<file path="config.mk">
export PLATFORM = sky130hd
export DESIGN_NAME = mycpu_top
export DESIGN_NICKNAME = d
export VERILOG_FILES = /design/src/hw/cpu_pkg.sv /design/src/hw/decoder.sv /design/src/hw/regfile.sv /design/src/hw/hazard_unit.sv /design/src/hw/alu.sv /design/src/hw/mycpu_top.sv
export VERILOG_INCLUDE_DIRS = /design/src /design/src/include
export SDC_FILE = /design/constraint.sdc
export NUM_CORES = 2
export LEC_CHECK = 0
export BUFFER_PORTS_ARGS = -buffer_cell sky130_fd_sc_hd__buf_2
export CORE_MARGIN = 5
export CORE_UTILIZATION = 30
export CTS_CLUSTER_SIZE = 25
export DETAILED_ROUTE_END_ITERATION = 7
export PLACE_DENSITY_LB_ADDON = 0.12
export SLEW_MARGIN = 20
export SYNTH_ARGS = -nofsm -noshare
export SYNTH_HDL_FRONTEND = slang
export SYNTH_SLANG_ARGS = --single-unit
</file>
<file path="constraint.sdc">
create_clock -name clk -period 7.2 [get_ports clk]
set_clock_uncertainty 0.1 [all_clocks]
set_input_delay 0.72 -clock clk [delete_from_list [all_inputs] [get_ports clk]]
set_output_delay 0.72 -clock clk [all_outputs]
set_load 0.01 [all_outputs]
</file>
<file path="src/include/cpu_defs.svh">
////////////////////////////////////////////////////////////////////////////
// cpu core constants
// reset vector, data width and register count
////////////////////////////////////////////////////////////////////////////

`ifndef CPU_DEFS_SVH
`define CPU_DEFS_SVH

`define CPU_RESET_PC 32'hBFC0_0000  // first fetch address
`define CPU_XLEN     32             // data path width
`define CPU_NREG     32             // gpr count, r0 included

`endif

</file>
<file path="src/hw/cpu_pkg.sv">
////////////////////////////////////////////////////////////////////////////
// cpu core types
// opcode, funct and alu enums, control bundle and pipeline stage records
////////////////////////////////////////////////////////////////////////////

`include "cpu_defs.svh"

package cpu_pkg;

    typedef logic [`CPU_XLEN-1:0]         word_t;
    typedef logic [$clog2(`CPU_NREG)-1:0] reg_idx_t;

    typedef enum logic [5:0] {
        OP_SPECIAL = 6'h00,
        OP_J       = 6'h02,
        OP_BEQ     = 6'h04,
        OP_BNE     = 6'h05,
        OP_ADDIU   = 6'h09,
        OP_ORI     = 6'h0D,
        OP_LUI     = 6'h0F,
        OP_LW      = 6'h23,
        OP_SW      = 6'h2B
    } opcode_e;

    typedef enum logic [5:0] {
        FN_SLL  = 6'h00,
        FN_ADDU = 6'h21,
        FN_SUBU = 6'h23,
        FN_AND  = 6'h24,
        FN_OR   = 6'h25,
        FN_SLT  = 6'h2A
    } funct_e;

    typedef enum logic [3:0] {
        ALU_ADD, ALU_SUB, ALU_AND, ALU_OR, ALU_SLT, ALU_SLL, ALU_LUI, ALU_PASS_B
    } alu_op_e;

    typedef enum logic [1:0] {BR_NONE, BR_BEQ, BR_BNE} branch_e;

    typedef enum logic [1:0] {FWD_REG, FWD_MEM, FWD_WB} fwd_sel_e;

    typedef struct packed {
        alu_op_e alu_op;
        logic    src_a_shamt;  // shift amount replaces rs
        logic    src_b_imm;    // immediate replaces rt
        logic    sign_ext;
        logic    reg_wr;
        logic    dst_rt;       // rt is the destination, else rd
        logic    mem_rd;
        logic    mem_wr;
        branch_e branch;
        logic    jump;
    } ctrl_t;

    typedef struct packed {
        ctrl_t    ctrl;
        word_t    pc_plus4;
        word_t    bus_a;
        word_t    bus_b;
        word_t    imm32;
        reg_idx_t rs;
        reg_idx_t rt;
        reg_idx_t dst;
        reg_idx_t shamt;
    } id_ex_t;

    typedef struct packed {
        logic     reg_wr;
        logic     mem_rd;
        logic     mem_wr;
        word_t    pc_plus4;
        word_t    alu_out;
        word_t    store_data;
        reg_idx_t dst;
    } ex_mem_t;

    typedef struct packed {
        logic     reg_wr;
        logic     mem_rd;
        word_t    pc_plus4;
        word_t    alu_out;
        reg_idx_t dst;
    } mem_wb_t;

endpackage

</file>
<file path="src/hw/decoder.sv">
////////////////////////////////////////////////////////////////////////////
// instruction decoder
// fills the control bundle and extends the 16-bit immediate
////////////////////////////////////////////////////////////////////////////

`timescale 1ns/1ns

module decoder import cpu_pkg::*; (
    input  word_t       instr_i,
    output ctrl_t       ctrl_o,
    output word_t       imm32_o,
    output logic [25:0] jump_target_o
);

    opcode_e op;
    funct_e  fn;

    assign op = opcode_e'(instr_i[31:26]);
    assign fn = funct_e'(instr_i[5:0]);

    always_comb begin
        ctrl_o        = '0;          // unknown encodings fall out as a nop
        ctrl_o.alu_op = ALU_PASS_B;
        ctrl_o.branch = BR_NONE;
        case (op)
            OP_SPECIAL: begin
                ctrl_o.reg_wr = 1'b1;
                case (fn)
                    FN_ADDU: ctrl_o.alu_op = ALU_ADD;
                    FN_SUBU: ctrl_o.alu_op = ALU_SUB;
                    FN_AND:  ctrl_o.alu_op = ALU_AND;
                    FN_OR:   ctrl_o.alu_op = ALU_OR;
                    FN_SLT:  ctrl_o.alu_op = ALU_SLT;
                    FN_SLL: begin
                        ctrl_o.alu_op      = ALU_SLL;
                        ctrl_o.src_a_shamt = 1'b1;
                    end
                    default: ctrl_o.reg_wr = 1'b0;
                endcase
            end
            OP_ADDIU, OP_LW: begin
                ctrl_o.alu_op    = ALU_ADD;
                ctrl_o.src_b_imm = 1'b1;
                ctrl_o.sign_ext  = 1'b1;
                ctrl_o.reg_wr    = 1'b1;
                ctrl_o.dst_rt    = 1'b1;
                ctrl_o.mem_rd    = (op == OP_LW);
            end
            OP_ORI, OP_LUI: begin
                ctrl_o.alu_op    = (op == OP_ORI) ? ALU_OR : ALU_LUI;
                ctrl_o.src_b_imm = 1'b1;  // zero extended
                ctrl_o.reg_wr    = 1'b1;
                ctrl_o.dst_rt    = 1'b1;
            end
            OP_SW: begin
                ctrl_o.alu_op    = ALU_ADD;
                ctrl_o.src_b_imm = 1'b1;
                ctrl_o.sign_ext  = 1'b1;
                ctrl_o.mem_wr    = 1'b1;
            end
            OP_BEQ, OP_BNE: begin
                ctrl_o.alu_op   = ALU_SUB;
                ctrl_o.sign_ext = 1'b1;  // word offset
                ctrl_o.branch   = (op == OP_BEQ) ? BR_BEQ : BR_BNE;
            end
            OP_J:    ctrl_o.jump = 1'b1;
            default: ;
        endcase
    end

    assign imm32_o = ctrl_o.sign_ext ? {{16{instr_i[15]}}, instr_i[15:0]}
                                     : {16'h0000, instr_i[15:0]};
    assign jump_target_o = instr_i[25:0];

endmodule

</file>
<file path="src/hw/regfile.sv">
////////////////////////////////////////////////////////////////////////////
// general purpose register file
// two combinational reads, one write, r0 hard-wired to zero
////////////////////////////////////////////////////////////////////////////

`timescale 1ns/1ns
`include "cpu_defs.svh"

module regfile import cpu_pkg::*; (
    input  logic     clk,
    input  logic     arst_n_i,
    input  logic     wr_en_i,
    input  reg_idx_t wr_addr_i,
    input  word_t    wr_data_i,
    input  reg_idx_t rs_i,
    input  reg_idx_t rt_i,
    output word_t    bus_a_o,
    output word_t    bus_b_o
);

    word_t regs_q [1:`CPU_NREG-1];
    logic  wr_live;

    assign wr_live = wr_en_i && (wr_addr_i != '0);  // writes to r0 are dropped

    always_ff @(posedge clk or negedge arst_n_i) begin
        if (!arst_n_i) begin
            for (int i = 1; i < `CPU_NREG; i++) begin
                regs_q[i] <= '0;
            end
        end else if (wr_live) begin
            regs_q[wr_addr_i] <= wr_data_i;
        end
    end

    // same-cycle write shows through to decode
    assign bus_a_o = (rs_i == '0) ? '0 :
                     (wr_live && wr_addr_i == rs_i) ? wr_data_i : regs_q[rs_i];
    assign bus_b_o = (rt_i == '0) ? '0 :
                     (wr_live && wr_addr_i == rt_i) ? wr_data_i : regs_q[rt_i];

endmodule

</file>
<file path="src/hw/hazard_unit.sv">
////////////////////////////////////////////////////////////////////////////
// hazard unit
// execute-stage operand forwarding and load-use stall detection
////////////////////////////////////////////////////////////////////////////

`timescale 1ns/1ns

module hazard_unit import cpu_pkg::*; (
    input  reg_idx_t id_rs_i,
    input  reg_idx_t id_rt_i,
    input  id_ex_t   id_ex_i,
    input  ex_mem_t  ex_mem_i,
    input  mem_wb_t  mem_wb_i,
    output fwd_sel_e fwd_a_o,
    output fwd_sel_e fwd_b_o,
    output logic     stall_o,
    output logic     bubble_o
);

    // younger producer in MEM wins over WB
    function automatic fwd_sel_e fwd_pick(
        input reg_idx_t src,
        input ex_mem_t  em,
        input mem_wb_t  mw
    );
        fwd_sel_e sel;
        sel = FWD_REG;
        if (src != '0) begin
            if (em.reg_wr && em.dst == src)
                sel = FWD_MEM;
            else if (mw.reg_wr && mw.dst == src)
                sel = FWD_WB;
        end
        return sel;
    endfunction

    assign fwd_a_o = fwd_pick(id_ex_i.rs, ex_mem_i, mem_wb_i);
    assign fwd_b_o = fwd_pick(id_ex_i.rt, ex_mem_i, mem_wb_i);

    // load in EXE feeding the instruction in decode
    assign stall_o = id_ex_i.ctrl.mem_rd && (id_ex_i.dst != '0) &&
                     (id_ex_i.dst == id_rs_i || id_ex_i.dst == id_rt_i);

    // decode holds one cycle while a nop enters EXE
    assign bubble_o = stall_o;

endmodule

</file>
<file path="src/hw/alu.sv">
////////////////////////////////////////////////////////////////////////////
// integer alu
// arithmetic, logic, shift and lui, plus operand equality for branches
////////////////////////////////////////////////////////////////////////////

`timescale 1ns/1ns

module alu import cpu_pkg::*; (
    input  alu_op_e op_i,
    input  word_t   a_i,
    input  word_t   b_i,
    output word_t   result_o,
    output logic    zero_o
);

    always_comb begin
        case (op_i)
            ALU_ADD:    result_o = a_i + b_i;
            ALU_SUB:    result_o = a_i - b_i;
            ALU_AND:    result_o = a_i & b_i;
            ALU_OR:     result_o = a_i | b_i;
            ALU_SLT:    result_o = word_t'($signed(a_i) < $signed(b_i));
            ALU_SLL:    result_o = b_i << a_i[4:0];       // a carries shamt
            ALU_LUI:    result_o = {b_i[15:0], 16'h0000};
            default:    result_o = b_i;                   // pass b
        endcase
    end

    assign zero_o = (a_i == b_i);  // beq/bne compare

endmodule

</file>
<file path="src/hw/mycpu_top.sv">
////////////////////////////////////////////////////////////////////////////
// mips32 subset core, five-stage in-order pipeline
// sram-style instruction and data ports, write-back debug trace
////////////////////////////////////////////////////////////////////////////

`timescale 1ns/1ns
`include "cpu_defs.svh"

module mycpu_top import cpu_pkg::*; (
    input  logic       clk,
    input  logic       arst_n_i,
    // instruction sram with data one cycle after the address
    output logic       inst_sram_en_o,
    output word_t      inst_sram_addr_o,
    input  word_t      inst_sram_rdata_i,
    // data sram
    output logic       data_sram_en_o,
    output logic [3:0] data_sram_wen_o,
    output word_t      data_sram_addr_o,
    output word_t      data_sram_wdata_o,
    input  word_t      data_sram_rdata_i,
    // write-back trace
    output word_t      debug_wb_pc_o,
    output logic [3:0] debug_wb_rf_wen_o,
    output reg_idx_t   debug_wb_rf_wnum_o,
    output word_t      debug_wb_rf_wdata_o
);

    // fetch
    word_t       pc_q;             // pc of the word now on inst_sram_rdata_i
    word_t       npc;
    word_t       if_pc_plus4;
    logic        if_valid_q;       // low until the reset vector is requested
    logic        fetch_en;
    // decode
    word_t       if_id_instr_q;
    word_t       if_id_pc_plus4_q;
    ctrl_t       id_ctrl;
    word_t       id_imm32;
    logic [25:0] id_jtarget;
    reg_idx_t    id_rs;
    reg_idx_t    id_rt;
    reg_idx_t    id_rd;
    word_t       rf_bus_a;
    word_t       rf_bus_b;
    word_t       jump_addr;
    logic        stall;
    logic        bubble;
    id_ex_t      id_ex_d;
    id_ex_t      id_ex_q;
    // execute
    fwd_sel_e    fwd_a;
    fwd_sel_e    fwd_b;
    word_t       ex_op_a;
    word_t       ex_op_b;
    word_t       alu_a;
    word_t       alu_b;
    word_t       alu_result;
    logic        alu_zero;
    logic        br_taken;
    word_t       branch_addr;
    ex_mem_t     ex_mem_d;
    ex_mem_t     ex_mem_q;
    // memory and write-back
    word_t       mem_result;
    mem_wb_t     mem_wb_d;
    mem_wb_t     mem_wb_q;
    word_t       load_data_q;
    word_t       wb_result;

    // fetch and next pc
    assign fetch_en    = !stall;
    assign if_pc_plus4 = pc_q + 32'd4;
    assign jump_addr   = {if_id_pc_plus4_q[31:28], id_jtarget, 2'b00};
    assign branch_addr = id_ex_q.pc_plus4 + {id_ex_q.imm32[29:0], 2'b00};

    always_comb begin
        if (!if_valid_q)
            npc = pc_q;                  // first request is the reset vector
        else if (br_taken)
            npc = branch_addr;
        else if (id_ctrl.jump)
            npc = jump_addr;             // delay slot is already in IF
        else
            npc = if_pc_plus4;
    end

    assign inst_sram_en_o   = fetch_en;
    assign inst_sram_addr_o = npc;

    always_ff @(posedge clk or negedge arst_n_i) begin
        if (!arst_n_i) begin
            pc_q       <= `CPU_RESET_PC;
            if_valid_q <= 1'b0;
        end else if (fetch_en) begin
            pc_q       <= npc;
            if_valid_q <= 1'b1;
        end
    end

    // an all-zero IF/ID word decodes as a harmless nop
    always_ff @(posedge clk or negedge arst_n_i) begin
        if (!arst_n_i) begin
            if_id_instr_q    <= '0;
            if_id_pc_plus4_q <= '0;
        end else if (br_taken) begin
            if_id_instr_q    <= '0;      // wrong-path fetch behind the delay slot
            if_id_pc_plus4_q <= '0;
        end else if (!stall) begin
            if_id_instr_q    <= if_valid_q ? inst_sram_rdata_i : '0;
            if_id_pc_plus4_q <= if_pc_plus4;
        end
    end

    // decode stage
    assign id_rs = if_id_instr_q[25:21];
    assign id_rt = if_id_instr_q[20:16];
    assign id_rd = if_id_instr_q[15:11];

    decoder u_decoder (
        .instr_i       (if_id_instr_q),
        .ctrl_o        (id_ctrl),
        .imm32_o       (id_imm32),
        .jump_target_o (id_jtarget)
    );

    regfile u_regfile (
        .clk       (clk),
        .arst_n_i  (arst_n_i),
        .wr_en_i   (mem_wb_q.reg_wr),
        .wr_addr_i (mem_wb_q.dst),
        .wr_data_i (wb_result),
        .rs_i      (id_rs),
        .rt_i      (id_rt),
        .bus_a_o   (rf_bus_a),
        .bus_b_o   (rf_bus_b)
    );

    hazard_unit u_hazard (
        .id_rs_i  (id_rs),
        .id_rt_i  (id_rt),
        .id_ex_i  (id_ex_q),
        .ex_mem_i (ex_mem_q),
        .mem_wb_i (mem_wb_q),
        .fwd_a_o  (fwd_a),
        .fwd_b_o  (fwd_b),
        .stall_o  (stall),
        .bubble_o (bubble)
    );

    always_comb begin
        id_ex_d.ctrl     = id_ctrl;
        id_ex_d.pc_plus4 = if_id_pc_plus4_q;
        id_ex_d.bus_a    = rf_bus_a;
        id_ex_d.bus_b    = rf_bus_b;
        id_ex_d.imm32    = id_imm32;
        id_ex_d.rs       = id_rs;
        id_ex_d.rt       = id_rt;
        id_ex_d.dst      = id_ctrl.dst_rt ? id_rt : id_rd;
        id_ex_d.shamt    = if_id_instr_q[10:6];
    end

    always_ff @(posedge clk or negedge arst_n_i) begin
        if (!arst_n_i)
            id_ex_q <= '0;
        else if (bubble)
            id_ex_q <= '0;               // load-use slot
        else
            id_ex_q <= id_ex_d;
    end

    // execute stage
    function automatic word_t fwd_mux(
        input fwd_sel_e sel,
        input word_t    from_reg,
        input word_t    from_mem,
        input word_t    from_wb
    );
        case (sel)
            FWD_MEM: return from_mem;
            FWD_WB:  return from_wb;
            default: return from_reg;
        endcase
    endfunction

    assign ex_op_a = fwd_mux(fwd_a, id_ex_q.bus_a, mem_result, wb_result);
    assign ex_op_b = fwd_mux(fwd_b, id_ex_q.bus_b, mem_result, wb_result);
    assign alu_a   = id_ex_q.ctrl.src_a_shamt ? word_t'(id_ex_q.shamt) : ex_op_a;
    assign alu_b   = id_ex_q.ctrl.src_b_imm ? id_ex_q.imm32 : ex_op_b;

    alu u_alu (
        .op_i     (id_ex_q.ctrl.alu_op),
        .a_i      (alu_a),
        .b_i      (alu_b),
        .result_o (alu_result),
        .zero_o   (alu_zero)
    );

    assign br_taken = (id_ex_q.ctrl.branch == BR_BEQ &&  alu_zero) ||
                      (id_ex_q.ctrl.branch == BR_BNE && !alu_zero);

    always_comb begin
        ex_mem_d.reg_wr     = id_ex_q.ctrl.reg_wr;
        ex_mem_d.mem_rd     = id_ex_q.ctrl.mem_rd;
        ex_mem_d.mem_wr     = id_ex_q.ctrl.mem_wr;
        ex_mem_d.pc_plus4   = id_ex_q.pc_plus4;
        ex_mem_d.alu_out    = alu_result;
        ex_mem_d.store_data = ex_op_b;   // forwarded rt
        ex_mem_d.dst        = id_ex_q.dst;
    end

    always_ff @(posedge clk or negedge arst_n_i) begin
        if (!arst_n_i)
            ex_mem_q <= '0;
        else
            ex_mem_q <= ex_mem_d;
    end

    // load issues from EXE, store from MEM; a load directly behind a store
    // shares the cycle with it and the store owns the port
    assign data_sram_en_o    = id_ex_q.ctrl.mem_rd || ex_mem_q.mem_wr;
    assign data_sram_wen_o   = ex_mem_q.mem_wr ? 4'b1111 : 4'b0000;
    assign data_sram_addr_o  = ex_mem_q.mem_wr ? ex_mem_q.alu_out : alu_result;
    assign data_sram_wdata_o = ex_mem_q.store_data;

    // load data is on the port while the load sits in MEM
    assign mem_result = ex_mem_q.mem_rd ? data_sram_rdata_i : ex_mem_q.alu_out;

    always_comb begin
        mem_wb_d.reg_wr   = ex_mem_q.reg_wr;
        mem_wb_d.mem_rd   = ex_mem_q.mem_rd;
        mem_wb_d.pc_plus4 = ex_mem_q.pc_plus4;
        mem_wb_d.alu_out  = ex_mem_q.alu_out;
        mem_wb_d.dst      = ex_mem_q.dst;
    end

    always_ff @(posedge clk or negedge arst_n_i) begin
        if (!arst_n_i)
            mem_wb_q <= '0;
        else
            mem_wb_q <= mem_wb_d;
    end

    always_ff @(posedge clk) begin
        load_data_q <= data_sram_rdata_i;
    end

    // write-back stage
    assign wb_result = mem_wb_q.mem_rd ? load_data_q : mem_wb_q.alu_out;

    assign debug_wb_pc_o       = mem_wb_q.pc_plus4 - 32'd4;
    assign debug_wb_rf_wen_o   = (mem_wb_q.reg_wr && mem_wb_q.dst != '0) ? 4'b1111 : 4'b0000;
    assign debug_wb_rf_wnum_o  = mem_wb_q.dst;
    assign debug_wb_rf_wdata_o = wb_result;

endmodule

</file>
==> PnR_summary.wiki <==
{| class="wikitable"
! Metric !! Value
|-
| Capturing point of the worst reg2reg path || data_sram_wdata_o[15]
|-
| DRC violation total after the first TritonRoute iteration || 5329
|-
| Most frequently used flop master after synthesis || dfrtp_1
|-
| CP startpoint || id_ex_q[14]
|-
| Slew Viols, Final || 0
|-
| Fin Setup TNS || -1500 ps
|-
| Number of buffers created by CTS || 171
|-
| Die span in y || 521 um
|-
| Area share of the largest cell type after synthesis || 44.5%
|-
| Max VDD drop || 259 uV
|-
| Cell count after synthesis || 7422
|-
| Core box area || 260000 um^2
|-
| Critical path class || reg2reg
|-
| Maximum fanout along the worst path || 8
|-
| Worst Setup End Kind || register
|-
| Horizontal die dimension || 521 um
|-
| Relative max-transition margin || 21.9%
|-
| Most instantiated library cell after synthesis || dfrtp_1
|-
| Clock latency reported for the late side of the worst-skew pair || 850 ps
|-
| Critical path required time || 7830 ps
|-
| Max-cap check violation count || 0
|-
| Mapped cell area || 78400 um^2
|-
| Setup-failing EPs final || 14
|-
| Layout filler cell count || 25600
|-
| Root Buffer || clkbuf_16
|-
| H-Tree Depth || 4
|-
| PD cells || 269 nW/um^2
|-
| Std-Cell Rows || 187
|-
| Startpoint of the lowest-slack hold path || inst_sram_rdata_i[7]
|-
| All-layer global routing usage || 23.9%
|-
| Crit-path max cell delay || 490 ps
|-
| Remaining Overflow, GRT || 0
|-
| Initial core utilization || 30.2%
|-
| Routed vias || 62000
|-
| Final hold viol count || 0
|-
| RePlAce Congestion || 0.976
|-
| Number of synthesized register bits || 1434
|-
| Synth top area cells || dfrtp_1 44%, mux4_2 17%, o21ai_0 4.6%
|-
| Total stage count of the critical path || 53
|-
| CP bufs+invs || 47
|-
| Library cell with the largest summed area after synthesis || dfrtp_1
|-
| Register-to-register path setup slack || -270 ps
|-
| Largest net degree at the start of global routing || 166
|-
| # port buffers || 240
|-
| Final worst slack || -268 ps
|-
| Async SR Flop Fraction || 97.8%
|-
| DP HPWL || 220000 um
|-
| Fmax achieved || 134 MHz
|-
| Number of cells in the design after placement || 11000
|-
| Cell class contributing the biggest share of worst-path delay || buffers and inverters
|-
| Standard cell with the maximum stage delay on the critical path || or4_4
|-
| Routed wire per std cell || 28.6 um
|-
| Leakage power || 42.4 nW
|-
| TritonCTS clock tree || yes
|-
| Number of distinct library cells after synthesis || 97
|-
| Most frequent cell on the critical path || buf_4
|-
| Startpoint kind of the worst setup timing path || register
|-
| Overall power after layout || 25.9 mW
|-
| Ratio of routed vias to standard cells || 5.35
|-
| Final period util || 104%
|-
| 1st-pass router iterations || 8
|-
| Maximum number of buffers from clock root to sink || 3
|-
| Data arrival time of the critical path || 8100 ps
|-
| Initial antenna violation count || 25
|-
| Non-filler instance count after layout || 11600
|-
| Final critical delay including setup and external delays || 7470 ps
|-
| Violations in the final reports || setup timing
|-
| End of the critical path || data_sram_wdata_o[15]
|-
| Result of the run || complete, but fails checks
|-
| Antenna Violating Nets Remaining || 0
|-
| Number of nets in the synthesized netlist || 7627
|-
| Class of the most critical hold timing path || in2reg
|-
| Total wire length || 331000 um
|-
| Area enclosed by the die boundary || 272000 um^2
|-
| Global-route wire length before repair || 474000 um
|-
| FF-to-FF path depth || 53
|-
| Share of cells above drive strength 1 || 29.7%
|-
| # nets final || 8154
|-
| Number of enable flip-flop cells after synthesis || 0
|-
| RSZ-0062 raised after global routing || yes
|-
| Synthesized area per cell || 10.6 um^2
|-
| Number of warnings issued by yosys || 0
|-
| Most numerous cell types in the synthesized netlist || 1393 x dfrtp_1, 899 x nand2_1, 796 x nor2_1
|-
| Critical R2R Launch || id_ex_q[14]
|-
| Area overhead of the layout relative to synthesis || 23.0%
|-
| Final core utilization || 37.1%
|-
| Slew at the pin closest to its max-slew limit || 1170 ps
|-
| Clock slew at reported path FFs || 60 ps
|-
| Remaining DRCs || 0
|-
| I/O pins || 241
|-
| Clock sink count || 1434
|-
| Number of global-route vias before repair || 62500
|-
| Seq/Total Area, Yosys || 45.6%
|}
==> metrics by stage <==
stage          setup slack, ps  hold slack [ps]  instance area [um^2]
4_1_cts                   -235             4.07                 94500
6_report                  -268             62.6                 96400
2_1_floorplan              848              231                 78400
3_3_place_gp              -121              233                 85700
5_1_grt                   -448             29.7                 96400
3_5_place_dp              59.5              235                 85800
==> layout make-up <==
| cell class | instances | area (um^2) | area share [%] |
|---|---|---|---|
| clock buffer | 259 | 5060 | 5.24 |
| tap | 3496 | 4370 | 4.54 |
| sequential | 1434 | 35800 | 37.1 |
| clock inverter | 43 | 538 | 0.558 |
| timing repair buffer | 1046 | 8350 | 8.66 |
| inverter | 173 | 677 | 0.702 |
| multi-input combinational | 5123 | 41600 | 43.2 |
| antenna | 9 | 22.5 | 0.0234 |
==> flip-flops by register name, indices dropped and copies added (netlist names) <==
signal              flops
data_sram_wdata_o      32
pc_q                   32
ex_mem_q               72
id_ex_q                98
load_data_q            32
u_regfile.regs_q      992
debug_wb_rf_wnum_o      5
if_id_instr_q          32
if_id_pc_plus4_q       32
mem_wb_q               66
ex_mem_d               40
if_valid_q              1
==> power breakdown <==
part           total (mW)  switching (mW)  internal, mW
Clock                8.76            3.67          5.09
Combinational        7.26            4.10          3.16
Sequential           9.93           0.897          9.03
==> kinds of logic (layout without fill, tap and decap cells) <==
logic type | Yosys count | count (layout) | synth area share (%)
adders and majority gates | 139 | 139 | 2.25
and+or+nand+nor | 2041 | 2041 | 10.8
DFF | 1434 | 1434 | 45.6
other | 0 | 9 | 0
buffers and inverters | 866 | 1521 | 4.50
xor gates and xnor gates | 146 | 146 | 1.63
muxes | 913 | 914 | 21.1
AOI/OAI and AO/OA | 1883 | 1883 | 14.1
==> layout by cell type, fill, tap and decap left out, types with 21 or more instances in the layout <==
cell type | Yosys | layout
nand3_1 | 51 | 45
nor2_1 | 796 | 765
buf_6 | 7 | 76
xor2_1 | 58 | 58
nand2_1 | 899 | 874
nor3_1 | 53 | 45
clkbuf_16 | 0 | 178
o21ai_1 | 17 | 31
buf_12 | 0 | 41
and2_1 | 63 | 62
mux2_2 | 151 | 124
clkbuf_8 | 0 | 34
mux2_4 | 0 | 29
ha_1 | 136 | 102
inv_1 | 162 | 145
xnor2_1 | 88 | 84
mux2i_1 | 181 | 146
mux2i_2 | 3 | 27
buf_4 | 53 | 640
a22oi_1 | 70 | 49
clkbuf_1 | 541 | 49
o21ai_0 | 725 | 681
mux4_2 | 577 | 577
nor4_1 | 31 | 23
a22oi_2 | 0 | 21
dlygate4sd3_1 | 0 | 57
buf_2 | 16 | 224
a22o_1 | 107 | 106
a21oi_2 | 0 | 33
a21oi_1 | 626 | 585
a211oi_1 | 69 | 54
ha_4 | 0 | 23
o21ai_2 | 0 | 22
a31oi_1 | 26 | 21
dfrtp_1 | 1393 | 1378
dfxtp_1 | 32 | 32
==> what timing repair did <==
item	CTS	global route
setup buffers	202	76
hold buffers	57	0
gates resized for setup	217	341
setup endpoints to repair	57	62
endpoints found under the hold margin	157	0
pin swaps	41	130
gates cloned	3	2
==> routing by layer <==
layer	wire, um	global-route usage, %	vias to the layer above
met2	155000	38.9	1853
li1	-	-	27700
met1	147000	32.7	31900
met4	14200	8.83	4
met3	15500	2.97	525
met5	25	0	-
==> worst min-delay path by stage <==
| stage | depth (start not counted) | slack, ps | end |
|---|---|---|---|
| after floorplan | 0 | 230 | ex_mem_q[101] |
| after CTS | 2 | 4 | if_id_instr_q[23] |
| after global routing | 2 | 30 | if_id_instr_q[23] |
| after global placement | 0 | 230 | mem_wb_q[68] |
| final | 2 | 60 | if_id_instr_q[7] |
| after detailed placement | 0 | 230 | mem_wb_q[41] |
Note: power is estimated with default switching activity, not from simulation.
